### src/common/id_config.svh
`ifndef ID_CONFIG_SVH
`define ID_CONFIG_SVH

// ============================================================
// Decode stage widths
// ============================================================

// Raw instruction word as delivered by fetch
`define ID_INSN_LEN 32

// Architectural register index, x0 to x31
`define ID_REG_SEL 5

// ============================================================
// Dispatch flow control
// ============================================================

// Dispatch buffer entries seen by the decode stage
// Any value from 1 to 15 fits the counter below
`define ID_DISPATCH_CREDITS 4

// Credit counter width
// Must be able to hold ID_DISPATCH_CREDITS itself
`define ID_CREDIT_W 4

// One credit comes back per freed dispatch entry
// Counter starts full after reset

`endif

### src/common/id_pkg.sv
`include "id_config.svh"

package id_pkg;

  // ============================================================
  // Basic field types
  // ============================================================

  typedef logic [`ID_INSN_LEN-1:0] insn_t;   // One fetched instruction
  typedef logic [`ID_REG_SEL-1:0]  reg_sel_t; // Register index

  // Major opcodes of RV32IM, bits [6:0]
  typedef enum logic [6:0] {
    OPC_LUI      = 7'b0110111,
    OPC_AUIPC    = 7'b0010111,
    OPC_JAL      = 7'b1101111,
    OPC_JALR     = 7'b1100111,
    OPC_BRANCH   = 7'b1100011,
    OPC_LOAD     = 7'b0000011,
    OPC_STORE    = 7'b0100011,
    OPC_OP_IMM   = 7'b0010011,
    OPC_OP       = 7'b0110011,
    OPC_MISC_MEM = 7'b0001111,
    OPC_SYSTEM   = 7'b1110011
  } opcode_e;

  // ============================================================
  // Decode control enums
  // ============================================================

  typedef enum logic [2:0] {
    IMM_I, IMM_S, IMM_B, IMM_U, IMM_J, IMM_NONE
  } imm_type_e;

  typedef enum logic [1:0] {
    SRC_A_RS1, SRC_A_PC, SRC_A_ZERO
  } src_a_sel_e;

  typedef enum logic [1:0] {
    SRC_B_RS2, SRC_B_IMM, SRC_B_FOUR
  } src_b_sel_e;

  // Compare ops feed the branch unit
  typedef enum logic [3:0] {
    ALU_OP_ADD, ALU_OP_SUB, ALU_OP_SLL, ALU_OP_SLT, ALU_OP_SLTU,
    ALU_OP_XOR, ALU_OP_SRL, ALU_OP_SRA, ALU_OP_OR, ALU_OP_AND,
    ALU_OP_SEQ, ALU_OP_SNE, ALU_OP_SGE, ALU_OP_SGEU
  } alu_op_e;

  // Target reservation station, NONE is zero
  typedef enum logic [2:0] {
    RS_ENT_NONE, RS_ENT_ALU, RS_ENT_BRANCH, RS_ENT_LDST, RS_ENT_MULDIV
  } rs_ent_e;

  typedef enum logic [1:0] {
    MEM_NONE, MEM_LOAD, MEM_STORE
  } mem_type_e;

  typedef enum logic [1:0] {
    MD_OP_MUL, MD_OP_DIV, MD_OP_REM
  } md_op_e;

  typedef enum logic {
    MD_OUT_LO, MD_OUT_HI
  } md_out_sel_e;

  // ============================================================
  // Records
  // ============================================================

  typedef struct packed {
    imm_type_e   imm_type;
    reg_sel_t    rs1;
    reg_sel_t    rs2;
    reg_sel_t    rd;
    src_a_sel_e  src_a_sel;
    src_b_sel_e  src_b_sel;
    logic        wr_reg;        // Writes rd, never for x0
    logic        uses_rs1;
    logic        uses_rs2;
    logic        illegal;
    alu_op_e     alu_op;
    rs_ent_e     rs_ent;
    logic [2:0]  dmem_size;     // funct3 of loads and stores
    mem_type_e   dmem_type;
    md_op_e      md_op;
    logic        md_in1_signed;
    logic        md_in2_signed;
    md_out_sel_e md_out_sel;
  } decode_info_t;

  // Dispatch bundle, slot1 all zero when not valid
  typedef struct packed {
    decode_info_t slot0;
    decode_info_t slot1;
    logic         slot1_valid;
    logic         rs1_2_eq_dst1; // slot1 rs1 reads slot0 rd
    logic         rs2_2_eq_dst1; // slot1 rs2 reads slot0 rd
  } id_bundle_t;

endpackage

### src/decoder/rv32_decoder.sv
`timescale 1ns/1ps
`include "id_config.svh"

module rv32_decoder (
  input  logic [`ID_INSN_LEN-1:0] inst_i,
  output id_pkg::decode_info_t    info_o
);

  // ============================================================
  // Instruction fields
  // ============================================================

  id_pkg::opcode_e        opcode;
  logic [`ID_REG_SEL-1:0] rd;
  logic [`ID_REG_SEL-1:0] rs1;
  logic [`ID_REG_SEL-1:0] rs2;
  logic [2:0]             funct3;
  logic [6:0]             funct7;
  id_pkg::decode_info_t   info;

  assign opcode = id_pkg::opcode_e'(inst_i[6:0]);
  assign rd     = inst_i[11:7];
  assign funct3 = inst_i[14:12];
  assign rs1    = inst_i[19:15];
  assign rs2    = inst_i[24:20];
  assign funct7 = inst_i[31:25];

  // ============================================================
  // Main decode
  // ============================================================

  always_comb begin
    info               = '0;
    info.imm_type      = id_pkg::IMM_NONE;
    info.rs1           = rs1;           // Register fields pass straight through
    info.rs2           = rs2;
    info.rd            = rd;
    info.src_a_sel     = id_pkg::SRC_A_RS1;
    info.src_b_sel     = id_pkg::SRC_B_IMM;
    info.alu_op        = id_pkg::ALU_OP_ADD;
    info.rs_ent        = id_pkg::RS_ENT_NONE;
    info.dmem_size     = funct3;
    info.dmem_type     = id_pkg::MEM_NONE;
    info.md_op         = id_pkg::MD_OP_MUL;
    info.md_out_sel    = id_pkg::MD_OUT_LO;

    case (opcode)
      id_pkg::OPC_LUI: begin
        info.imm_type  = id_pkg::IMM_U;
        info.src_a_sel = id_pkg::SRC_A_ZERO;  // 0 + imm
        info.wr_reg    = 1'b1;
        info.rs_ent    = id_pkg::RS_ENT_ALU;
      end
      id_pkg::OPC_AUIPC: begin
        info.imm_type  = id_pkg::IMM_U;
        info.src_a_sel = id_pkg::SRC_A_PC;    // pc + imm
        info.wr_reg    = 1'b1;
        info.rs_ent    = id_pkg::RS_ENT_ALU;
      end
      id_pkg::OPC_JAL: begin
        info.imm_type  = id_pkg::IMM_J;
        info.src_a_sel = id_pkg::SRC_A_PC;
        info.src_b_sel = id_pkg::SRC_B_FOUR;  // Link value pc + 4
        info.wr_reg    = 1'b1;
        info.rs_ent    = id_pkg::RS_ENT_BRANCH;
      end
      id_pkg::OPC_JALR: begin
        info.imm_type  = id_pkg::IMM_I;
        info.src_a_sel = id_pkg::SRC_A_PC;
        info.src_b_sel = id_pkg::SRC_B_FOUR;
        info.uses_rs1  = 1'b1;                // Target base
        info.wr_reg    = 1'b1;
        info.rs_ent    = id_pkg::RS_ENT_BRANCH;
        info.illegal   = (funct3 != 3'b000);
      end
      id_pkg::OPC_BRANCH: begin
        info.imm_type  = id_pkg::IMM_B;
        info.src_b_sel = id_pkg::SRC_B_RS2;   // Compare rs1 with rs2
        info.uses_rs1  = 1'b1;
        info.uses_rs2  = 1'b1;
        info.rs_ent    = id_pkg::RS_ENT_BRANCH;
        case (funct3)
          3'b000:  info.alu_op = id_pkg::ALU_OP_SEQ;  // BEQ
          3'b001:  info.alu_op = id_pkg::ALU_OP_SNE;  // BNE
          3'b100:  info.alu_op = id_pkg::ALU_OP_SLT;  // BLT
          3'b101:  info.alu_op = id_pkg::ALU_OP_SGE;  // BGE
          3'b110:  info.alu_op = id_pkg::ALU_OP_SLTU; // BLTU
          3'b111:  info.alu_op = id_pkg::ALU_OP_SGEU; // BGEU
          default: info.illegal = 1'b1;
        endcase
      end
      id_pkg::OPC_LOAD: begin
        info.imm_type  = id_pkg::IMM_I;
        info.uses_rs1  = 1'b1;
        info.wr_reg    = 1'b1;
        info.rs_ent    = id_pkg::RS_ENT_LDST;
        info.dmem_type = id_pkg::MEM_LOAD;
        // LB LH LW LBU LHU only
        info.illegal   = (funct3 == 3'b011) || (funct3 == 3'b110) || (funct3 == 3'b111);
      end
      id_pkg::OPC_STORE: begin
        info.imm_type  = id_pkg::IMM_S;
        info.uses_rs1  = 1'b1;                // Address base
        info.uses_rs2  = 1'b1;                // Store data
        info.rs_ent    = id_pkg::RS_ENT_LDST;
        info.dmem_type = id_pkg::MEM_STORE;
        info.illegal   = (funct3[2] == 1'b1) || (funct3[1:0] == 2'b11);
      end
      id_pkg::OPC_OP_IMM: begin
        info.imm_type  = id_pkg::IMM_I;
        info.uses_rs1  = 1'b1;
        info.wr_reg    = 1'b1;
        info.rs_ent    = id_pkg::RS_ENT_ALU;
        case (funct3)
          3'b000: info.alu_op = id_pkg::ALU_OP_ADD;
          3'b010: info.alu_op = id_pkg::ALU_OP_SLT;
          3'b011: info.alu_op = id_pkg::ALU_OP_SLTU;
          3'b100: info.alu_op = id_pkg::ALU_OP_XOR;
          3'b110: info.alu_op = id_pkg::ALU_OP_OR;
          3'b111: info.alu_op = id_pkg::ALU_OP_AND;
          3'b001: begin                       // SLLI, shamt in rs2 field
            info.alu_op  = id_pkg::ALU_OP_SLL;
            info.illegal = (funct7 != 7'b0000000);
          end
          default: begin                      // SRLI or SRAI
            info.alu_op  = funct7[5] ? id_pkg::ALU_OP_SRA : id_pkg::ALU_OP_SRL;
            info.illegal = (funct7 != 7'b0000000) && (funct7 != 7'b0100000);
          end
        endcase
      end
      id_pkg::OPC_OP: begin
        info.src_b_sel = id_pkg::SRC_B_RS2;
        info.uses_rs1  = 1'b1;
        info.uses_rs2  = 1'b1;
        info.wr_reg    = 1'b1;
        if (funct7 == 7'b0000001) begin
          // M extension
          info.rs_ent        = id_pkg::RS_ENT_MULDIV;
          info.md_op         = funct3[2] ? (funct3[1] ? id_pkg::MD_OP_REM : id_pkg::MD_OP_DIV)
                                         : id_pkg::MD_OP_MUL;
          info.md_out_sel    = (funct3 == 3'b000) ? id_pkg::MD_OUT_LO : id_pkg::MD_OUT_HI;
          info.md_in1_signed = funct3[2] ? ~funct3[0] : (funct3[1:0] != 2'b11);
          info.md_in2_signed = funct3[2] ? ~funct3[0] : (funct3[1:0] == 2'b01 ||
                                                         funct3[1:0] == 2'b00);
          if (funct3[2]) begin
            info.md_out_sel  = id_pkg::MD_OUT_LO;     // Quotient or remainder
          end
        end else if (funct7 == 7'b0000000) begin
          info.rs_ent = id_pkg::RS_ENT_ALU;
          case (funct3)
            3'b000:  info.alu_op = id_pkg::ALU_OP_ADD;
            3'b001:  info.alu_op = id_pkg::ALU_OP_SLL;
            3'b010:  info.alu_op = id_pkg::ALU_OP_SLT;
            3'b011:  info.alu_op = id_pkg::ALU_OP_SLTU;
            3'b100:  info.alu_op = id_pkg::ALU_OP_XOR;
            3'b101:  info.alu_op = id_pkg::ALU_OP_SRL;
            3'b110:  info.alu_op = id_pkg::ALU_OP_OR;
            default: info.alu_op = id_pkg::ALU_OP_AND;
          endcase
        end else if (funct7 == 7'b0100000) begin
          info.rs_ent  = id_pkg::RS_ENT_ALU;
          info.alu_op  = (funct3 == 3'b101) ? id_pkg::ALU_OP_SRA : id_pkg::ALU_OP_SUB;
          info.illegal = (funct3 != 3'b000) && (funct3 != 3'b101);
        end else begin
          info.illegal = 1'b1;
        end
      end
      id_pkg::OPC_MISC_MEM: begin
        // FENCE runs as a no-op in an in-order front end
        info.rs_ent = id_pkg::RS_ENT_NONE;
      end
      default: info.illegal = 1'b1;   // SYSTEM and unknown opcodes
    endcase

    // Illegal encodings never write or issue
    if (info.illegal) begin
      info.wr_reg = 1'b0;
      info.rs_ent = id_pkg::RS_ENT_NONE;
    end
    if (rd == '0) begin
      info.wr_reg = 1'b0;             // x0 is hardwired
    end
  end

  assign info_o = info;

endmodule

### src/source/id_dispatch_latch.sv
`timescale 1ns/1ps
`include "id_config.svh"

module id_dispatch_latch (
  input  logic                 clk_i,
  input  logic                 reset_i,
  input  logic                 fetch_valid_i,
  input  logic                 inst1_valid_i,
  input  logic                 kill_i,
  input  logic                 credit_return_i,
  input  id_pkg::decode_info_t info0_i,
  input  id_pkg::decode_info_t info1_i,
  output logic                 fetch_ready_o,
  output id_pkg::id_bundle_t   bundle_o,
  output logic                 bundle_valid_o
);

  localparam int unsigned CREDIT_W = `ID_CREDIT_W;
  localparam logic [CREDIT_W-1:0] CREDIT_MAX = CREDIT_W'(`ID_DISPATCH_CREDITS);

  logic [CREDIT_W-1:0] credit_q;      // Free dispatch entries
  logic                accept;
  logic                slot0_writes;
  logic                dep_rs1;
  logic                dep_rs2;
  id_pkg::id_bundle_t  bundle_d;
  id_pkg::id_bundle_t  bundle_q;
  logic                bundle_valid_q;

  // ============================================================
  // Handshake toward fetch
  // ============================================================

  assign fetch_ready_o = (credit_q != '0);                      // Room downstream
  assign accept        = fetch_valid_i & fetch_ready_o & ~kill_i; // Kill drops the pair

  // ============================================================
  // Pair dependency and bundle assembly
  // ============================================================

  // x0 writes never count as producers
  assign slot0_writes = info0_i.wr_reg & (info0_i.rd != '0);

  assign dep_rs1 = inst1_valid_i & slot0_writes & info1_i.uses_rs1 &
                   (info1_i.rs1 == info0_i.rd);
  assign dep_rs2 = inst1_valid_i & slot0_writes & info1_i.uses_rs2 &
                   (info1_i.rs2 == info0_i.rd);

  always_comb begin
    bundle_d               = '0;
    bundle_d.slot0         = info0_i;
    if (inst1_valid_i) begin
      bundle_d.slot1       = info1_i; // Otherwise left all zero
    end
    bundle_d.slot1_valid   = inst1_valid_i;
    bundle_d.rs1_2_eq_dst1 = dep_rs1;
    bundle_d.rs2_2_eq_dst1 = dep_rs2;
  end

  // ============================================================
  // Credit counter
  // ============================================================

  always_ff @(posedge clk_i) begin
    if (reset_i) begin
      credit_q <= CREDIT_MAX;         // Dispatch buffer empty
    end else begin
      case ({accept, credit_return_i})
        2'b10:   credit_q <= credit_q - 1'b1; // Entry taken
        2'b01:   credit_q <= credit_q + 1'b1; // Entry freed
        default: credit_q <= credit_q;        // Both or neither
      endcase
    end
  end

  // Stage register toward dispatch
  always_ff @(posedge clk_i) begin
    if (reset_i) begin
      bundle_valid_q <= 1'b0;
    end else begin
      bundle_valid_q <= accept;       // One bundle per accept, kill clears
    end
  end

  always_ff @(posedge clk_i) begin
    if (accept) begin
      bundle_q <= bundle_d;
    end
  end

  assign bundle_o       = bundle_q;
  assign bundle_valid_o = bundle_valid_q;

endmodule

### src/source/id_stage.sv
`timescale 1ns/1ps

module id_stage (
  input  logic               clk_i,
  input  logic               reset_i,
  // Fetch side
  input  logic               fetch_valid_i,
  input  id_pkg::insn_t      inst0_i,
  input  id_pkg::insn_t      inst1_i,
  input  logic               inst1_valid_i,
  output logic               fetch_ready_o,
  // Flush and dispatch side
  input  logic               kill_i,
  input  logic               credit_return_i,
  output id_pkg::id_bundle_t bundle_o,
  output logic               bundle_valid_o
);

  id_pkg::decode_info_t info0;        // Older instruction
  id_pkg::decode_info_t info1;        // Younger instruction

  // ============================================================
  // Two decoders side by side
  // ============================================================

  rv32_decoder u_dec0 (
    .inst_i (inst0_i),
    .info_o (info0)
  );

  rv32_decoder u_dec1 (
    .inst_i (inst1_i),
    .info_o (info1)
  );

  // Combine, check dependencies and register toward dispatch
  id_dispatch_latch u_latch (
    .clk_i           (clk_i),
    .reset_i         (reset_i),
    .fetch_valid_i   (fetch_valid_i),
    .inst1_valid_i   (inst1_valid_i),
    .kill_i          (kill_i),
    .credit_return_i (credit_return_i),
    .info0_i         (info0),
    .info1_i         (info1),
    .fetch_ready_o   (fetch_ready_o),
    .bundle_o        (bundle_o),
    .bundle_valid_o  (bundle_valid_o)
  );

endmodule

### config.mk
export PLATFORM = sky130hd
export DESIGN_NAME = id_stage
export DESIGN_NICKNAME = d
export VERILOG_FILES = /design/src/common/id_pkg.sv /design/src/decoder/rv32_decoder.sv /design/src/source/id_dispatch_latch.sv /design/src/source/id_stage.sv
export VERILOG_INCLUDE_DIRS = /design/src /design/src/common
export SDC_FILE = /design/constraint.sdc
export NUM_CORES = 1
export LEC_CHECK = 0
export CORE_ASPECT_RATIO = 0.6
export CORE_UTILIZATION = 40
export DETAILED_ROUTE_END_ITERATION = 10
export DONT_BUFFER_PORTS = 1
export GPL_TIMING_DRIVEN = 0
export PLACE_DENSITY_LB_ADDON = 0.08
export SYNTH_ARGS = -nofsm -noshare
export SYNTH_HDL_FRONTEND = slang
export SYNTH_HIERARCHICAL = 1
export SYNTH_SLANG_ARGS = --single-unit
### constraint.sdc
create_clock -name clk_i -period 3.7 [get_ports clk_i]
set_input_delay 0.925 -clock clk_i [delete_from_list [all_inputs] [get_ports clk_i]]
set_output_delay 0.925 -clock clk_i [all_outputs]
set_load 0.02 [all_outputs]
# == Yosys cells after proc, flatten, opt, wreduce, memory -nomap -nowiden ==
# Index checks and enable logic that the tools add are counted.
# op_classes
muxes,57
n_div,0
shifts,0
n_lt_le_gt_ge,0
eq_ne,52
add_sub_neg,2
n_bitwise,16
mul,0
n_reduce_logical,63
# ops
operator,n
$pmux 4 s7,4
$eq 7x6->1 const B,8
$pmux 4 s6,2
$eq 7x7->1 const B,6
$reduce_or 3->1,12
$reduce_or 6->1,6
$pmux 3 s5,2
$eq 7x5->1 const B,4
$mux 7,4
$eq 3x3->1 const B,8
$pmux 2 s2,6
$pmux 3 s4,2
$pmux 4 s3,2
$mux 1,22
$reduce_or 2->1,9
$eq 7x1->1 const B,2
$eq 7x2->1 const B,2
$eq 7x4->1 const B,2
$logic_not 7->1,2
$ne 7x6->1 const B,2
$pmux 1 s7,2
$reduce_bool 7->1,2
$reduce_or 7->1,2
$eq 3x2->1 const B,4
28 further kinds,73
# totals
regBits,94
ramBits,0
mem_count,0
inputBits,70
rom_bits,0
latch_bits,0
elab_cells,231

# == Longest topological paths before layout ==
# logic_depth
depth_word,12
depth_mapped,9

# == Modules after synthesis ==
# Netlist, hierarchy kept.
# by_module_without_submodules
mod,seq_area_each_um2,area_each_um2,cells_per_inst,n_inst
id_dispatch_latch,2772.7,3414.5,187,1
rv32_decoder (u_dec1),0.0,947.2,152,1
rv32_decoder (u_dec0),0.0,833.3,135,1

# == Least setup slack after synthesis ==
# Ideal clock, no wire load.
# synth_timing
kind,input-to-reg
startpoint,input kill_i
endpoint,"register u_latch.bundle_q, in the netlist u_latch/bundle_o[0] (enable)"
setup_slack_ps,378
path_buffers,0
arrival_ps,2880
t_required_ps,3257
cell_stages,2
path_cell_list,nand3b_2 inv_1
# synth_via
elab_chain_cells,2
# synth_rtl
item,line_no,rtl
"start, declared",id_stage.sv:13,"input logic kill_i,"
$not 1->1,id_dispatch_latch.sv:35,assign accept = fetch_valid_i & fetch_ready_o & ~kill_i;
$and 1x1->1,id_dispatch_latch.sv:35,
via u_latch.accept,id_dispatch_latch.sv:22,logic accept;
"end signal, assigned",id_dispatch_latch.sv:87,bundle_q <= bundle_d;
"end, declared",id_dispatch_latch.sv:27,id_pkg::id_bundle_t bundle_q;
# The timed path passes the listed nets, and every way through them passes these cells.
# A chain may end at the register's enable or synchronous reset.

==> run_results.csv <==
group,metric,value,unit
status,status,"complete, no violations",
synth,ys_ff_latch,94,
synth,main_synth_ff_type,"sky130_fd_sc_hd__edfxtp_1",
routing,routed_wire_length_per_instance,20.2,µm
clock_tree,htreeDepth,3,
timing,report.final.slew_viol_count,0,
critical_path,depth_of_the_worst_register_to_register_path,9,
critical_path,critPathSlowestCell,"sky130_fd_sc_hd__o32ai_1",
synth,synth.most_common_cell,"sky130_fd_sc_hd__edfxtp_1",
synth,syn_nets,548,
global_routing,grt.overflow.total,0,
timing,min_period_over_period,76.0,%
die,die-area,13500,µm²
timing,layout_min_cycle_time,2810,ps
die,dieHeight,90.3,µm
global_routing,grt_max_degree,61,
pwr,power_frac_comb,11.5,%
layout,post_layout_nonfiller_instances,656,
synth,post_synth_edffs,89,
die,row_count,31,
critical_path,reg2reg_to,"u_latch/credit_q[3]",
critical_path,crit_path_cell_trace,"clkbuf_1 > nand2b_1 > or3_1 > o32ai_1 > nor3_1 > nand3_1 > and4bb_2",
critical_path,launch_instance_of_the_worst_register_to_register_path,"u_latch/credit_q[0]",
clock_tree,cts_hold_repair.buffers,0,
die,floorplan.initialDensity,42.0,%
pwr,vdd_ir_drop_max,0.212,mV
synth,postSynthAreaPerCell,11.0,µm²
routing,route.detailed.vias_per_inst,5.55,
die,floorplan.io_pins,161,
pwr,internal_power,1930,µW
worst_hold_path,hold_path.class,"flip-flop to flip-flop",
synth,synthDominantCellAreaShare,51.4,%
critical_path,worst_setup_path_end_kind,"flip-flop",
clock_tree,clkSinkCount,94,
layout,final_net_count,560,
placed_design,routabilityCongestion,0.916,
pwr,netSwitchingFraction,27.4,%
layout,post_route_cells_drive_above_1_share,16.7,%
placed_design,post-place-ws,570,ps
critical_path,worstPathMaxFanout,10,
layout,utilization,46.4,%
routing,ant_nets,0,
pwr,sequentialPowerShare,52.4,%
synth,synth.top_cells.by_area,"sky130_fd_sc_hd__edfxtp_1 51%, sky130_fd_sc_hd__buf_4 5.2%, sky130_fd_sc_hd__and2_1 5.2%, sky130_fd_sc_hd__nor2_1 2.4%, sky130_fd_sc_hd__nor3_1 2.0%",
critical_path,rrSetupSlack,940,ps
placed_design,numPortBuffers,0,
critical_path,critPathRequiredTime,3790,ps
timing,final_critical_path_setup_slack,887,ps
clock_tree,clkLatencyLatePin,340,ps
timing,setup_viol_count_final,0,
routing,drt-initial-drc-count,231,
routing,via_count,3641,
clock_tree,tritoncts,"built",
critical_path,worstPathArrival,2910,ps
clock_tree,clk_root_buffer_cell,"sky130_fd_sc_hd__clkbuf_16",
timing,hold_viol_final,0,
timing,maxSlewHeadroom,52.4,%
global_routing,antenna_found_initial,0,
routing,drt_wl_total,13.3,mm
routing,drt_pass1_iterations,5,
critical_path,critical_path_class,"primary input to flip-flop",
die,core_ar,12400,µm²
pwr,power.switching,727,µW
global_routing,grt_pass1_vias,3555,
synth,synth.yosys.seq_area_share,53.4,%
timing,fmax,0.356,GHz
clock_tree,postCtsSetupRepairBufs,0,
layout,syn_to_final_growth,10.5,%
placed_design,place.detailed.hpwl,9.89,mm
clock_tree,clock_buffer_depth,2,
die,die_width,149,µm
run,max_cap_violations,0,
synth,synth.cell_area,5190,µm²
placed_design,placed_insts,640,
critical_path,critPathMaxStageDelay,610,ps
synth,synthDominantAreaCellType,"sky130_fd_sc_hd__edfxtp_1",
critical_path,crit_path_start_kind,"primary input",
pwr,power_density,462,nW/µm²
synth,synthArstFlopShare,0,%
synth,synth.cells.most_frequent,"89 x sky130_fd_sc_hd__edfxtp_1, 43 x sky130_fd_sc_hd__and2_1, 36 x sky130_fd_sc_hd__buf_4, 33 x sky130_fd_sc_hd__nor2_1, 26 x sky130_fd_sc_hd__nand2_1",
routing,drcViolationCount,0,
pwr,power.leakage,0.00200,µW
layout,diode_insertion_count_for_antenna_repair,0,
pwr,share_clk_of_total_power,36.1,%
clock_tree,tritoncts.num_buffers,9,
clock_tree,path_clk_slew,70,ps
clock_tree,cts_repair_resize_count,0,
pwr,power,2650,µW
critical_path,setup.worst_path.end,"u_latch/bundle_o[0]",
timing,tightestPinTransition,712,ps
synth,post_synth_num_cell_types,78,
timing,final.setup_skew,11.2,ps
synth,synth_warnings,6,
critical_path,timing.critical_path.from,"inst0_i[4]",
global_routing,grt_pass1_wl,20.5,mm
synth,netlist_instances,474,
global_routing,overall_track_demand_over_capacity_in_global_routing,20.0,%
timing,rsz0062_at_grt,"false",
[logic make-up (layout without fill, tap and decap cells)]
logic type / after synthesis / after routing / share of synthesized area (%)
AOI/OAI and AO/OA: 79 / 79 / 10.9
buffers and inverters: 77 / 94 / 8.77
xor gates and xnor gates: 13 / 13 / 2.19
and+or+nand+nor: 204 / 204 / 23.0
muxes: 3 / 3 / 0.602
adders and majority gates: 4 / 4 / 1.11
DFF: 94 / 94 / 53.4
[worst min path at each step]
stage / to / depth (start not counted) / slack, ps / start
after detailed placement: u_latch/credit_q[2] / 2 / 520 / u_latch/credit_q[2]
after CTS: u_latch/credit_q[2] / 2 / 540 / u_latch/credit_q[2]
final: u_latch/credit_q[2] / 2 / 540 / u_latch/credit_q[2]
after global placement: u_latch/credit_q[2] / 2 / 510 / u_latch/credit_q[2]
after global routing: u_latch/credit_q[2] / 2 / 560 / u_latch/credit_q[2]
after floorplan: u_latch/credit_q[2] / 2 / 480 / u_latch/credit_q[2]
[worst max-delay path: cells and delay by family]
family,cells,cell delay (ps)
AND/OR/NAND/NOR,5,1060
buffers and inverters,1,320
AO/OA/AOI/OAI,1,610
[layout make-up]
type | instances | area [µm²]
Buffer | 60 | 390
Timing Repair Buffer | 1 | 27.5
Clock inverter | 6 | 77.6
Fill cell | 1147 | 6640
Inverter | 17 | 67.6
Tap cell | 165 | 206
Sequential cell | 94 | 2770
Multi-Input combinational cell | 303 | 1970
Clock buffer | 10 | 229
[layout by cell type (no fill, tap or decap), types with 8 or more instances in the layout]
master	instances
sky130_fd_sc_hd__nor2b_1	9
sky130_fd_sc_hd__or3_1	8
sky130_fd_sc_hd__nand3_1	10
sky130_fd_sc_hd__buf_4	36
sky130_fd_sc_hd__clkbuf_16	9
sky130_fd_sc_hd__a21oi_1	14
sky130_fd_sc_hd__o21ai_0	17
sky130_fd_sc_hd__clkbuf_1	16
sky130_fd_sc_hd__nor3_1	21
sky130_fd_sc_hd__and2_1	43
sky130_fd_sc_hd__inv_1	14
sky130_fd_sc_hd__nor2_1	33
sky130_fd_sc_hd__edfxtp_1	89
sky130_fd_sc_hd__nand2_1	26
[sequential cells by signal, indices dropped and copies added (netlist names)]
name and count:
u_latch/bundle_o 89, u_latch/bundle_valid_o 1, u_latch/credit_q 4
[power groups by stage]
stage          combinational (µW)  clock (µW)  sequential (µW)
2_1_floorplan                 234           0             1400
3_3_place_gp                  289           0             1430
3_5_place_dp                  305           0             1410
4_1_cts                       306         982             1390
5_1_grt                       339        1020             1400
6_report                      305         958             1390
[metal layers]
layer,part of all wire (%),GRT usage [%]
met1,50,31.0
met2,40,26.7
met3,9.2,6.21
met4,1.1,4.08
met5,0,0
[metrics by stage]
stage / TNS (ps) / hold WS (ps) / cell area (µm²)
after floorplan: 0 / 479 / 5190
after global placement: -36480 / 511 / 5400
after detailed placement: 0 / 522 / 5430
after CTS: 0 / 541 / 5740
after global routing: 0 / 555 / 5740
final: 0 / 537 / 5740
Note: power is estimated with default switching activity, not from simulation.
